### config.mk
export PLATFORM = sky130hd
export DESIGN_NAME = request_scheduler
export DESIGN_NICKNAME = d
export VERILOG_FILES = /design/src/sdram_sched_pkg.sv /design/src/bank_machine.sv /design/src/bank_timer.sv /design/src/cmd_arbiter.sv /design/src/req_fifo.sv /design/src/request_scheduler.sv
export SDC_FILE = /design/constraint.sdc
export NUM_CORES = 1
export LEC_CHECK = 0
export ABC_CLOCK_PERIOD_IN_PS = 6700
export BUFFER_PORTS_ARGS = -buffer_cell sky130_fd_sc_hd__buf_2
export CAP_MARGIN = 0
export CORE_ASPECT_RATIO = 1.25
export CORE_MARGIN = 1
export CORE_UTILIZATION = 50
export DETAILED_ROUTE_END_ITERATION = 10
export PLACE_DENSITY = 0.66
export SLEW_MARGIN = 20
export SYNTH_ARGS = -nofsm -noshare
export SYNTH_HDL_FRONTEND = slang
export SYNTH_HIERARCHICAL = 1
export SYNTH_SLANG_ARGS = --single-unit
### constraint.sdc
create_clock -name clk_in -period 6.7 [get_ports clk_in]
set_input_delay 0.67 -clock clk_in [delete_from_list [all_inputs] [get_ports clk_in]]
set_output_delay 0.67 -clock clk_in [all_outputs]
set_load 0.01 [all_outputs]
### src/sdram_sched_pkg.sv
// SDRAM scheduler address widths, command encoding, request and command structs
`default_nettype none

package sdram_sched_pkg;

    // Address geometry
    localparam int GROUP_BITS      = 1;                   // Bank group select
    localparam int NUM_GROUPS      = 1 << GROUP_BITS;
    localparam int BANK_BITS       = 1;                   // Bank within a group
    localparam int BANKS_PER_GROUP = 1 << BANK_BITS;
    localparam int NUM_BANKS       = NUM_GROUPS * BANKS_PER_GROUP;
    localparam int BANK_IDX_BITS   = $clog2(NUM_BANKS);   // Flat bank index

    localparam int ROW_BITS  = 8;
    localparam int COL_BITS  = 4;
    localparam int DATA_BITS = 64;

    // Lower code wins arbitration, so the numbering is also the priority order
    typedef enum logic [1:0] {
        CMD_READ      = 2'd0,
        CMD_WRITE     = 2'd1,
        CMD_ACTIVATE  = 2'd2,
        CMD_PRECHARGE = 2'd3
    } sdram_cmd_e;

    // Request as it arrives from the sender
    typedef struct packed {
        logic [GROUP_BITS-1:0] bank_group;
        logic [BANK_BITS-1:0]  bank;
        logic [ROW_BITS-1:0]   row;
        logic [COL_BITS-1:0]   col;
        logic                  write;       // High for a write request
        logic [DATA_BITS-1:0]  data;        // Write data, ignored for reads
    } mem_req_t;

    // Command toward the memory controller
    typedef struct packed {
        sdram_cmd_e            kind;
        logic [GROUP_BITS-1:0] bank_group;
        logic [BANK_BITS-1:0]  bank;
        logic [ROW_BITS-1:0]   row;         // Row to open, or row being closed
        logic [COL_BITS-1:0]   col;
        logic [DATA_BITS-1:0]  data;        // Only meaningful on a write
    } sdram_cmd_t;

endpackage

`default_nettype wire

### src/bank_machine.sv
// One bank's request queue and timer, proposing the next command for the head request
`default_nettype none

module bank_machine import sdram_sched_pkg::*; #(
    parameter int QUEUE_DEPTH = 4,
    parameter int ACT_LATENCY = 8,
    parameter int PRE_LATENCY = 5
) (
    input  logic       clk_in,
    input  logic       rst_in,
    input  logic       push,
    input  mem_req_t   req,
    input  logic       grant,
    output logic       full,
    output logic       prop_valid,
    output sdram_cmd_t prop
);

    mem_req_t            head;
    logic                empty;
    logic                open;
    logic                busy;
    logic [ROW_BITS-1:0] open_row;
    sdram_cmd_e          kind;
    logic                pop;
    logic                start_act;
    logic                start_pre;

    req_fifo #(
        .QUEUE_DEPTH (QUEUE_DEPTH),
        .payload_t   (mem_req_t)
    ) u_queue (
        .clk_in (clk_in),
        .rst_in (rst_in),
        .push   (push),
        .pop    (pop),
        .din    (req),
        .dout   (head),
        .full   (full),
        .empty  (empty)
    );

    bank_timer #(
        .ACT_LATENCY (ACT_LATENCY),
        .PRE_LATENCY (PRE_LATENCY)
    ) u_timer (
        .clk_in    (clk_in),
        .rst_in    (rst_in),
        .start_act (start_act),
        .start_pre (start_pre),
        .act_row   (head.row),
        .open      (open),
        .open_row  (open_row),
        .busy      (busy)
    );

    // Classify the head request against the bank state
    always_comb begin
        if (!open) begin
            kind = CMD_ACTIVATE;
        end else if (head.row == open_row) begin
            kind = head.write ? CMD_WRITE : CMD_READ;   // Row hit
        end else begin
            kind = CMD_PRECHARGE;                        // Row miss, close first
        end
    end

    always_comb begin
        prop.kind       = kind;
        prop.bank_group = head.bank_group;
        prop.bank       = head.bank;
        prop.row        = (kind == CMD_PRECHARGE) ? open_row : head.row;
        prop.col        = head.col;
        prop.data       = (kind == CMD_WRITE) ? head.data : '0;
    end

    assign prop_valid = !empty && !busy;

    // Column commands retire the head, row commands leave it waiting
    assign pop       = grant && ((kind == CMD_READ) || (kind == CMD_WRITE));
    assign start_act = grant && (kind == CMD_ACTIVATE);
    assign start_pre = grant && (kind == CMD_PRECHARGE);

endmodule

`default_nettype wire

### src/bank_timer.sv
// Per-bank state: open flag, open row and busy down-counter after activate or precharge
`default_nettype none

module bank_timer import sdram_sched_pkg::*; #(
    parameter int ACT_LATENCY = 8,
    parameter int PRE_LATENCY = 5
) (
    input  logic                clk_in,
    input  logic                rst_in,
    input  logic                start_act,
    input  logic                start_pre,
    input  logic [ROW_BITS-1:0] act_row,
    output logic                open,
    output logic [ROW_BITS-1:0] open_row,
    output logic                busy
);

    localparam int MAX_LAT  = (ACT_LATENCY > PRE_LATENCY) ? ACT_LATENCY : PRE_LATENCY;
    localparam int CNT_BITS = $clog2(MAX_LAT + 1);

    logic [CNT_BITS-1:0] count;                 // Cycles left before the bank takes commands

    always_ff @(posedge clk_in or posedge rst_in) begin
        if (rst_in) begin
            open  <= 1'b0;
            count <= '0;
        end else if (start_act) begin
            open  <= 1'b1;                      // Row is open from the grant edge
            count <= CNT_BITS'(ACT_LATENCY);
        end else if (start_pre) begin
            open  <= 1'b0;
            count <= CNT_BITS'(PRE_LATENCY);
        end else if (busy) begin
            count <= count - 1'b1;
        end
    end

    // Row address is only looked at while the bank is open
    always_ff @(posedge clk_in) begin
        if (start_act) begin
            open_row <= act_row;
        end
    end

    assign busy = (count != '0);

    // The bank machine may only start the timer on an idle, settled bank
    a_start_legal: assert property (
        @(posedge clk_in) disable iff (rst_in)
        (start_act || start_pre) |-> (!busy && !(start_act && start_pre))
    ) else $error("bank_timer: start while busy or both starts at once");

    // An activate blocks the bank for exactly ACT_LATENCY cycles
    a_act_window: assert property (
        @(posedge clk_in) disable iff (rst_in)
        start_act |=> busy [*ACT_LATENCY] ##1 !busy
    ) else $error("bank_timer: activate window length");

    // Same for a precharge with PRE_LATENCY
    a_pre_window: assert property (
        @(posedge clk_in) disable iff (rst_in)
        start_pre |=> busy [*PRE_LATENCY] ##1 !busy
    ) else $error("bank_timer: precharge window length");

endmodule

`default_nettype wire

### src/cmd_arbiter.sv
// Fixed-priority pick among bank proposals and the registered command output
`default_nettype none

module cmd_arbiter import sdram_sched_pkg::*; (
    input  logic                         clk_in,
    input  logic                         rst_in,
    input  logic                         cmd_ready,
    input  logic       [NUM_BANKS-1:0]   prop_valid,
    input  sdram_cmd_t [NUM_BANKS-1:0]   prop,
    output logic       [NUM_BANKS-1:0]   grant,
    output logic                         cmd_valid,
    output sdram_cmd_t                   cmd
);

    logic                     found;
    logic [BANK_IDX_BITS-1:0] pick;
    sdram_cmd_e               pick_kind;

    // Lowest command code wins, strict compare keeps the lowest bank on a tie
    always_comb begin
        found     = 1'b0;
        pick      = '0;
        pick_kind = CMD_PRECHARGE;
        for (int i = 0; i < NUM_BANKS; i++) begin
            if (prop_valid[i] && (!found || (prop[i].kind < pick_kind))) begin
                found     = 1'b1;
                pick      = BANK_IDX_BITS'(i);
                pick_kind = prop[i].kind;
            end
        end
    end

    // Grant only while the controller can take a command
    always_comb begin
        grant = '0;
        if (cmd_ready && found) begin
            grant[pick] = 1'b1;
        end
    end

    always_ff @(posedge clk_in or posedge rst_in) begin
        if (rst_in) begin
            cmd_valid <= 1'b0;
        end else begin
            cmd_valid <= |grant;                // Drops the cycle after no grant
        end
    end

    always_ff @(posedge clk_in) begin
        if (|grant) begin
            cmd <= prop[pick];
        end
    end

endmodule

`default_nettype wire

### src/req_fifo.sv
// Circular request FIFO with a type-parameter payload and full and empty flags
`default_nettype none

module req_fifo #(
    parameter int  QUEUE_DEPTH = 4,
    parameter type payload_t   = logic
) (
    input  logic     clk_in,
    input  logic     rst_in,
    input  logic     push,
    input  logic     pop,
    input  payload_t din,
    output payload_t dout,
    output logic     full,
    output logic     empty
);

    localparam int PTR_BITS = (QUEUE_DEPTH > 1) ? $clog2(QUEUE_DEPTH) : 1;
    localparam int CNT_BITS = $clog2(QUEUE_DEPTH + 1);

    payload_t            mem [QUEUE_DEPTH];
    logic [PTR_BITS-1:0] head;
    logic [PTR_BITS-1:0] tail;
    logic [CNT_BITS-1:0] count;
    logic                do_push;
    logic                do_pop;

    // Pointer add with wrap at QUEUE_DEPTH, which need not be a power of two
    function automatic logic [PTR_BITS-1:0] wrap_add(
        input logic [PTR_BITS-1:0] base,
        input logic [CNT_BITS-1:0] offs
    );
        logic [CNT_BITS:0] sum;
        sum = (CNT_BITS + 1)'(base) + (CNT_BITS + 1)'(offs);
        if (sum >= (CNT_BITS + 1)'(QUEUE_DEPTH)) begin
            sum = sum - (CNT_BITS + 1)'(QUEUE_DEPTH);
        end
        return PTR_BITS'(sum);
    endfunction

    assign do_push = push && !full;
    assign do_pop  = pop && !empty;
    assign tail    = wrap_add(head, count);     // First free slot

    always_ff @(posedge clk_in or posedge rst_in) begin
        if (rst_in) begin
            head  <= '0;
            count <= '0;
        end else begin
            if (do_pop) begin
                head <= wrap_add(head, CNT_BITS'(1));
            end
            case ({do_push, do_pop})
                2'b10:   count <= count + 1'b1;
                2'b01:   count <= count - 1'b1;
                default: count <= count;        // Idle, or push and pop together
            endcase
        end
    end

    always_ff @(posedge clk_in) begin
        if (do_push) begin
            mem[tail] <= din;
        end
    end

    assign dout  = mem[head];
    assign full  = (count == CNT_BITS'(QUEUE_DEPTH));
    assign empty = (count == '0);

    // The sender sees full through the top level and must hold off
    a_no_push_full: assert property (@(posedge clk_in) disable iff (rst_in) push |-> !full)
        else $error("req_fifo: push while full");

    // Pops come from a granted column command in the bank machine
    a_no_pop_empty: assert property (@(posedge clk_in) disable iff (rst_in) pop |-> !empty)
        else $error("req_fifo: pop while empty");

endmodule

`default_nettype wire

### src/request_scheduler.sv
// Top level: bank index decode, request routing, per-bank machines and command arbiter
`default_nettype none

module request_scheduler import sdram_sched_pkg::*; #(
    parameter int QUEUE_DEPTH = 4,
    parameter int ACT_LATENCY = 8,
    parameter int PRE_LATENCY = 5
) (
    input  logic                 clk_in,
    input  logic                 rst_in,
    input  logic                 req_valid,
    input  mem_req_t             req,
    input  logic                 cmd_ready,
    output logic [NUM_BANKS-1:0] req_full,
    output logic                 cmd_valid,
    output sdram_cmd_t           cmd
);

    logic       [BANK_IDX_BITS-1:0] bank_idx;
    logic       [NUM_BANKS-1:0]     push;
    logic       [NUM_BANKS-1:0]     prop_valid;
    logic       [NUM_BANKS-1:0]     grant;
    sdram_cmd_t [NUM_BANKS-1:0]     prop;

    // Flat index is group * BANKS_PER_GROUP + bank
    assign bank_idx = BANK_IDX_BITS'(req.bank_group) * BANK_IDX_BITS'(BANKS_PER_GROUP)
                    + BANK_IDX_BITS'(req.bank);

    for (genvar g = 0; g < NUM_BANKS; g++) begin : g_bank
        assign push[g] = req_valid && (bank_idx == BANK_IDX_BITS'(g));   // Addressed bank only

        bank_machine #(
            .QUEUE_DEPTH (QUEUE_DEPTH),
            .ACT_LATENCY (ACT_LATENCY),
            .PRE_LATENCY (PRE_LATENCY)
        ) u_bank (
            .clk_in     (clk_in),
            .rst_in     (rst_in),
            .push       (push[g]),
            .req        (req),
            .grant      (grant[g]),
            .full       (req_full[g]),
            .prop_valid (prop_valid[g]),
            .prop       (prop[g])
        );
    end

    cmd_arbiter u_arbiter (
        .clk_in     (clk_in),
        .rst_in     (rst_in),
        .cmd_ready  (cmd_ready),
        .prop_valid (prop_valid),
        .prop       (prop),
        .grant      (grant),
        .cmd_valid  (cmd_valid),
        .cmd        (cmd)
    );

endmodule

`default_nettype wire

==> impl_metrics.ini <==
[run_status]
status = completed

[global_routing]
grt_pass1_wl_um = 188000
track_usage_pct = 22.0
use_met1_pct = 28.7
antenna_found_initial = 15
grt_max_degree = 80
grt_overflow_total = 0
grt_pass1_vias = 28700
grt_use_met2_pct = 38.0
busiest_layer = met2
use_met3_pct = 3.42

[floorplanning]
die_h_um = 384
start_util_pct = 50.7
die_x_um = 308
die_area_mm2 = 0.118
core_area_mm2 = 0.115
io_pins = 168
placementRows = 139

[synthesis]
synth_edf_count = 1376
synth.yosys.seq_area_share_pct = 72.4
synth_warnings = 6
ys_top_cells_by_area = edfxtp_1 (71%), mux4_2 (12%), mux2_4 (3.5%), mux2_2 (2.6%), and2_2 (2.3%)
syn_nets = 2803
yosysUniqueCellTypes = 57
netlist_instances = 2698
synthesis.area_mm2 = 0.0585
synth-seq-cells = 1417
async_flop_share_pct = 2.89
yosys.area.top_type = edfxtp_1
synth_ff_type = edfxtp_1
syn_area_per_cell_um2 = 21.7
synth_top_area_share_pct = 70.6

[route]
dr.pass1.iters = 5
detail_route.wl_per_cell_um = 27.7
num_vias = 26900
drtIter0Drc = 2314
drc_errors = 0
ant_nets = 0
vias_per_cell = 5.85
detail_route.wirelength_um = 127000

[place]
portBuffers = 167
dpl_cell_area_mm2 = 0.0606
gp_routability_congestion = 0.789
hpwl_um = 68900
post-place-ws_ns = 0.786

[sta]
fin_worst_skew_ns = 0.0267
setup_viol = 0
max-slew-margin-rel_pct = 25.1
fin_crit_sh_pct = 88.8
hold_viol = 0
fmax_ghz = 0.168
setup_slack_ns = 0.754
worst_pin_slew_ns = 1.12
whs_ns = 0.287
rsz0062_at_grt = false
period_needed_ns = 5.95
slew_violations = 0

[clock_tree]
cts.reportedPaths.clkPinSlew_ns = 0.06
cts_resized = 0
htreeDepth = 4
numCtsBuffers = 139
clock_latency_ns = 0.76
cts-root-buf = clkbuf_16
cts_sinks = 1417
cts_tree = yes
clk_path_buf_depth = 3

[worst_setup_path]
start_kind = flop
crit_type = reg -> reg
cp-end-kind = flop
crit_required_ns = 7.39
r2r-start = g_bank[0].u_bank/u_queue/head[0]
reg2reg_to = g_bank[3].u_bank/u_queue/count[2]
startpoint = g_bank[0].u_bank/u_queue/head[0]
reg2reg_depth = 24
crit_fanout = 15
cp.arrival_ns = 6.63
reg2reg_slack_ns = 0.75

[pwr]
p_leak_nw = 21.4
p_total_mw = 21.0
ir_worst_vdd_uv = 273
powerDensity_mw_per_mm2 = 323

[job]
timing.max_cap.violations = 0

[min_path]
holdPathStages = 1
hold_path.class = in -> reg
worstHoldStart = req[35]
whs_endpoint = g_bank[3].u_bank/u_queue/mem[1][35]

[finish]
area_growth_pct = 11.0
fin_nets = 3048
drive_gt1_share_pct = 40.7
design_area_mm2 = 0.0649
report_power, final:
| part | internal (mW) | total (mW) | switching (mW) |
|---|---|---|---|
| combinational | 1.06 | 2.80 | 1.74 |
| sequential | 10.5 | 10.8 | 0.264 |
| clock | 4.17 | 7.38 | 3.21 |
| total | 15.8 | 21.0 | 5.21 |
state kept, by name, summed over array words and instances, names as in the netlist:
signal and flops:
u_arbiter/cmd 80, u_arbiter/cmd_valid 1, g_bank.u_bank/u_queue/mem 1264, g_bank.u_bank/u_queue/count 12
g_bank.u_bank/u_queue/head 8, g_bank.u_bank/u_timer/open_row 32, g_bank.u_bank/u_timer/open 4, g_bank.u_bank/u_timer/count 16
through the flow:
| step | util, % | std cells | setup TNS, ns |
|---|---|---|---|
| finish | 56.2 | 4604 | 0 |
| global route | 56.2 | 4600 | 0 |
| CTS | 56.2 | 4599 | 0 |
| detailed placement | 52.5 | 4351 | 0 |
| global placement | 52.5 | 4351 | 0 |
| floorplan | - | 2698 | -420.75 |
routing by layer:
layer / up-vias / part of all wire, %
met5: - / 0.046
met4: 10 / 2.2
met1: 14400 / 40
met3: 205 / 5.5
met2: 878 / 52
li1: 11400 / -
cell usage in the layout (no fill, tap or decap), types with 7 or more instances in the layout:
cell and instances:
edfxtp_1 1376, mux4_2 312, and2_2 176, buf_2 167, clkbuf_16 144, mux2_4 137, mux2_2 133, and2_1 81
buf_4 58, inv_1 47, xnor2_1 44, clkbuf_1 38, nor2_1 34, dfrtp_1 33, clkinv_2 27, clkinv_1 18
ha_1 18, nand2_1 16, xor2_1 16, a21oi_1 14, nor4_1 8, xnor2_2 8, dfrtp_4 8, nor3b_2 7
inv_6 7
cell usage after synthesis, types with 4 or more instances:
cell type	count
edfxtp_1	1376
mux4_2	312
and2_2	176
mux2_4	137
mux2_2	133
and2_1	81
inv_1	48
buf_2	44
xnor2_1	44
dfrtp_1	41
buf_12	37
nor2_1	35
clkbuf_2	28
ha_1	18
nand2_1	16
xor2_1	16
a21oi_1	14
buf_6	13
nor3b_1	12
nor3_1	9
nor4_1	8
xnor2_2	8
nand2b_1	5
a2111oi_2	4
a21o_1	4
a311o_1	4
and4b_1	4
fa_1	4
mux2i_1	4
mux4_1	4
nand4_1	4
nand4_2	4
nor4_4	4
o21ai_2	4
o31a_1	4
or3_2	4
or3b_1	4
cell families after synthesis:
family | synth area share, %
buffers and inverters | 2.54
muxes | 18.3
DFF | 72.4
and+or+nand+nor | 4.43
adders and majority gates | 0.522
xor gates and xnor gates | 1.12
AOI/OAI and AO/OA | 0.661
layout make-up:
class	count	area, µm²
Inverter	49	186
Antenna cell	4	10.0
Fill cell	8613	50600
Multi-Input combinational cell	1105	14800
Timing Repair Buffer	231	1380
Clock inverter	62	468
Clock buffer	185	3790
Tap cell	1551	1940
Sequential cell	1417	42400
critical path, stage by stage, from the launching register on:
cell	delay, ns
dfrtp_4	0.61
mux4_2	0.59
xnor2_1	0.23
nand4_2	0.25
nor2_1	0.20
nand2_1	0.15
o22ai_1	0.30
ha_1	0.31
o22ai_1	0.32
a21oi_4	0.10
mux2_2	0.31
ha_1	0.19
nand2_1	0.05
nand2_1	0.08
a31oi_4	0.26
and2_1	0.19
inv_1	0.08
nor4_1	0.31
o31a_1	0.25
ha_1	0.20
inv_1	0.06
fa_1	0.39
xor2_1	0.15
nor2_1	0.10
xor2_1	0.15
worst max-delay path by stage:
stage,endpoint,cells past startpoint
after global routing,g_bank[0].u_bank/u_queue/count[2],21
after CTS,g_bank[3].u_bank/u_queue/count[2],24
final,g_bank[3].u_bank/u_queue/count[2],24
after global placement,g_bank[0].u_bank/u_queue/count[2],19
after floorplan,g_bank[0].u_bank/u_queue/mem[0][0],4
after detailed placement,g_bank[3].u_bank/u_queue/count[2],24
timing repair:
action	4_1_cts	5_1_grt
endpoints found under the hold margin	41	0
endpoints found under the setup margin	0	0
buffers inserted	0	0
hold buffers	1	0
Note: power is estimated with default switching activity, not from simulation.
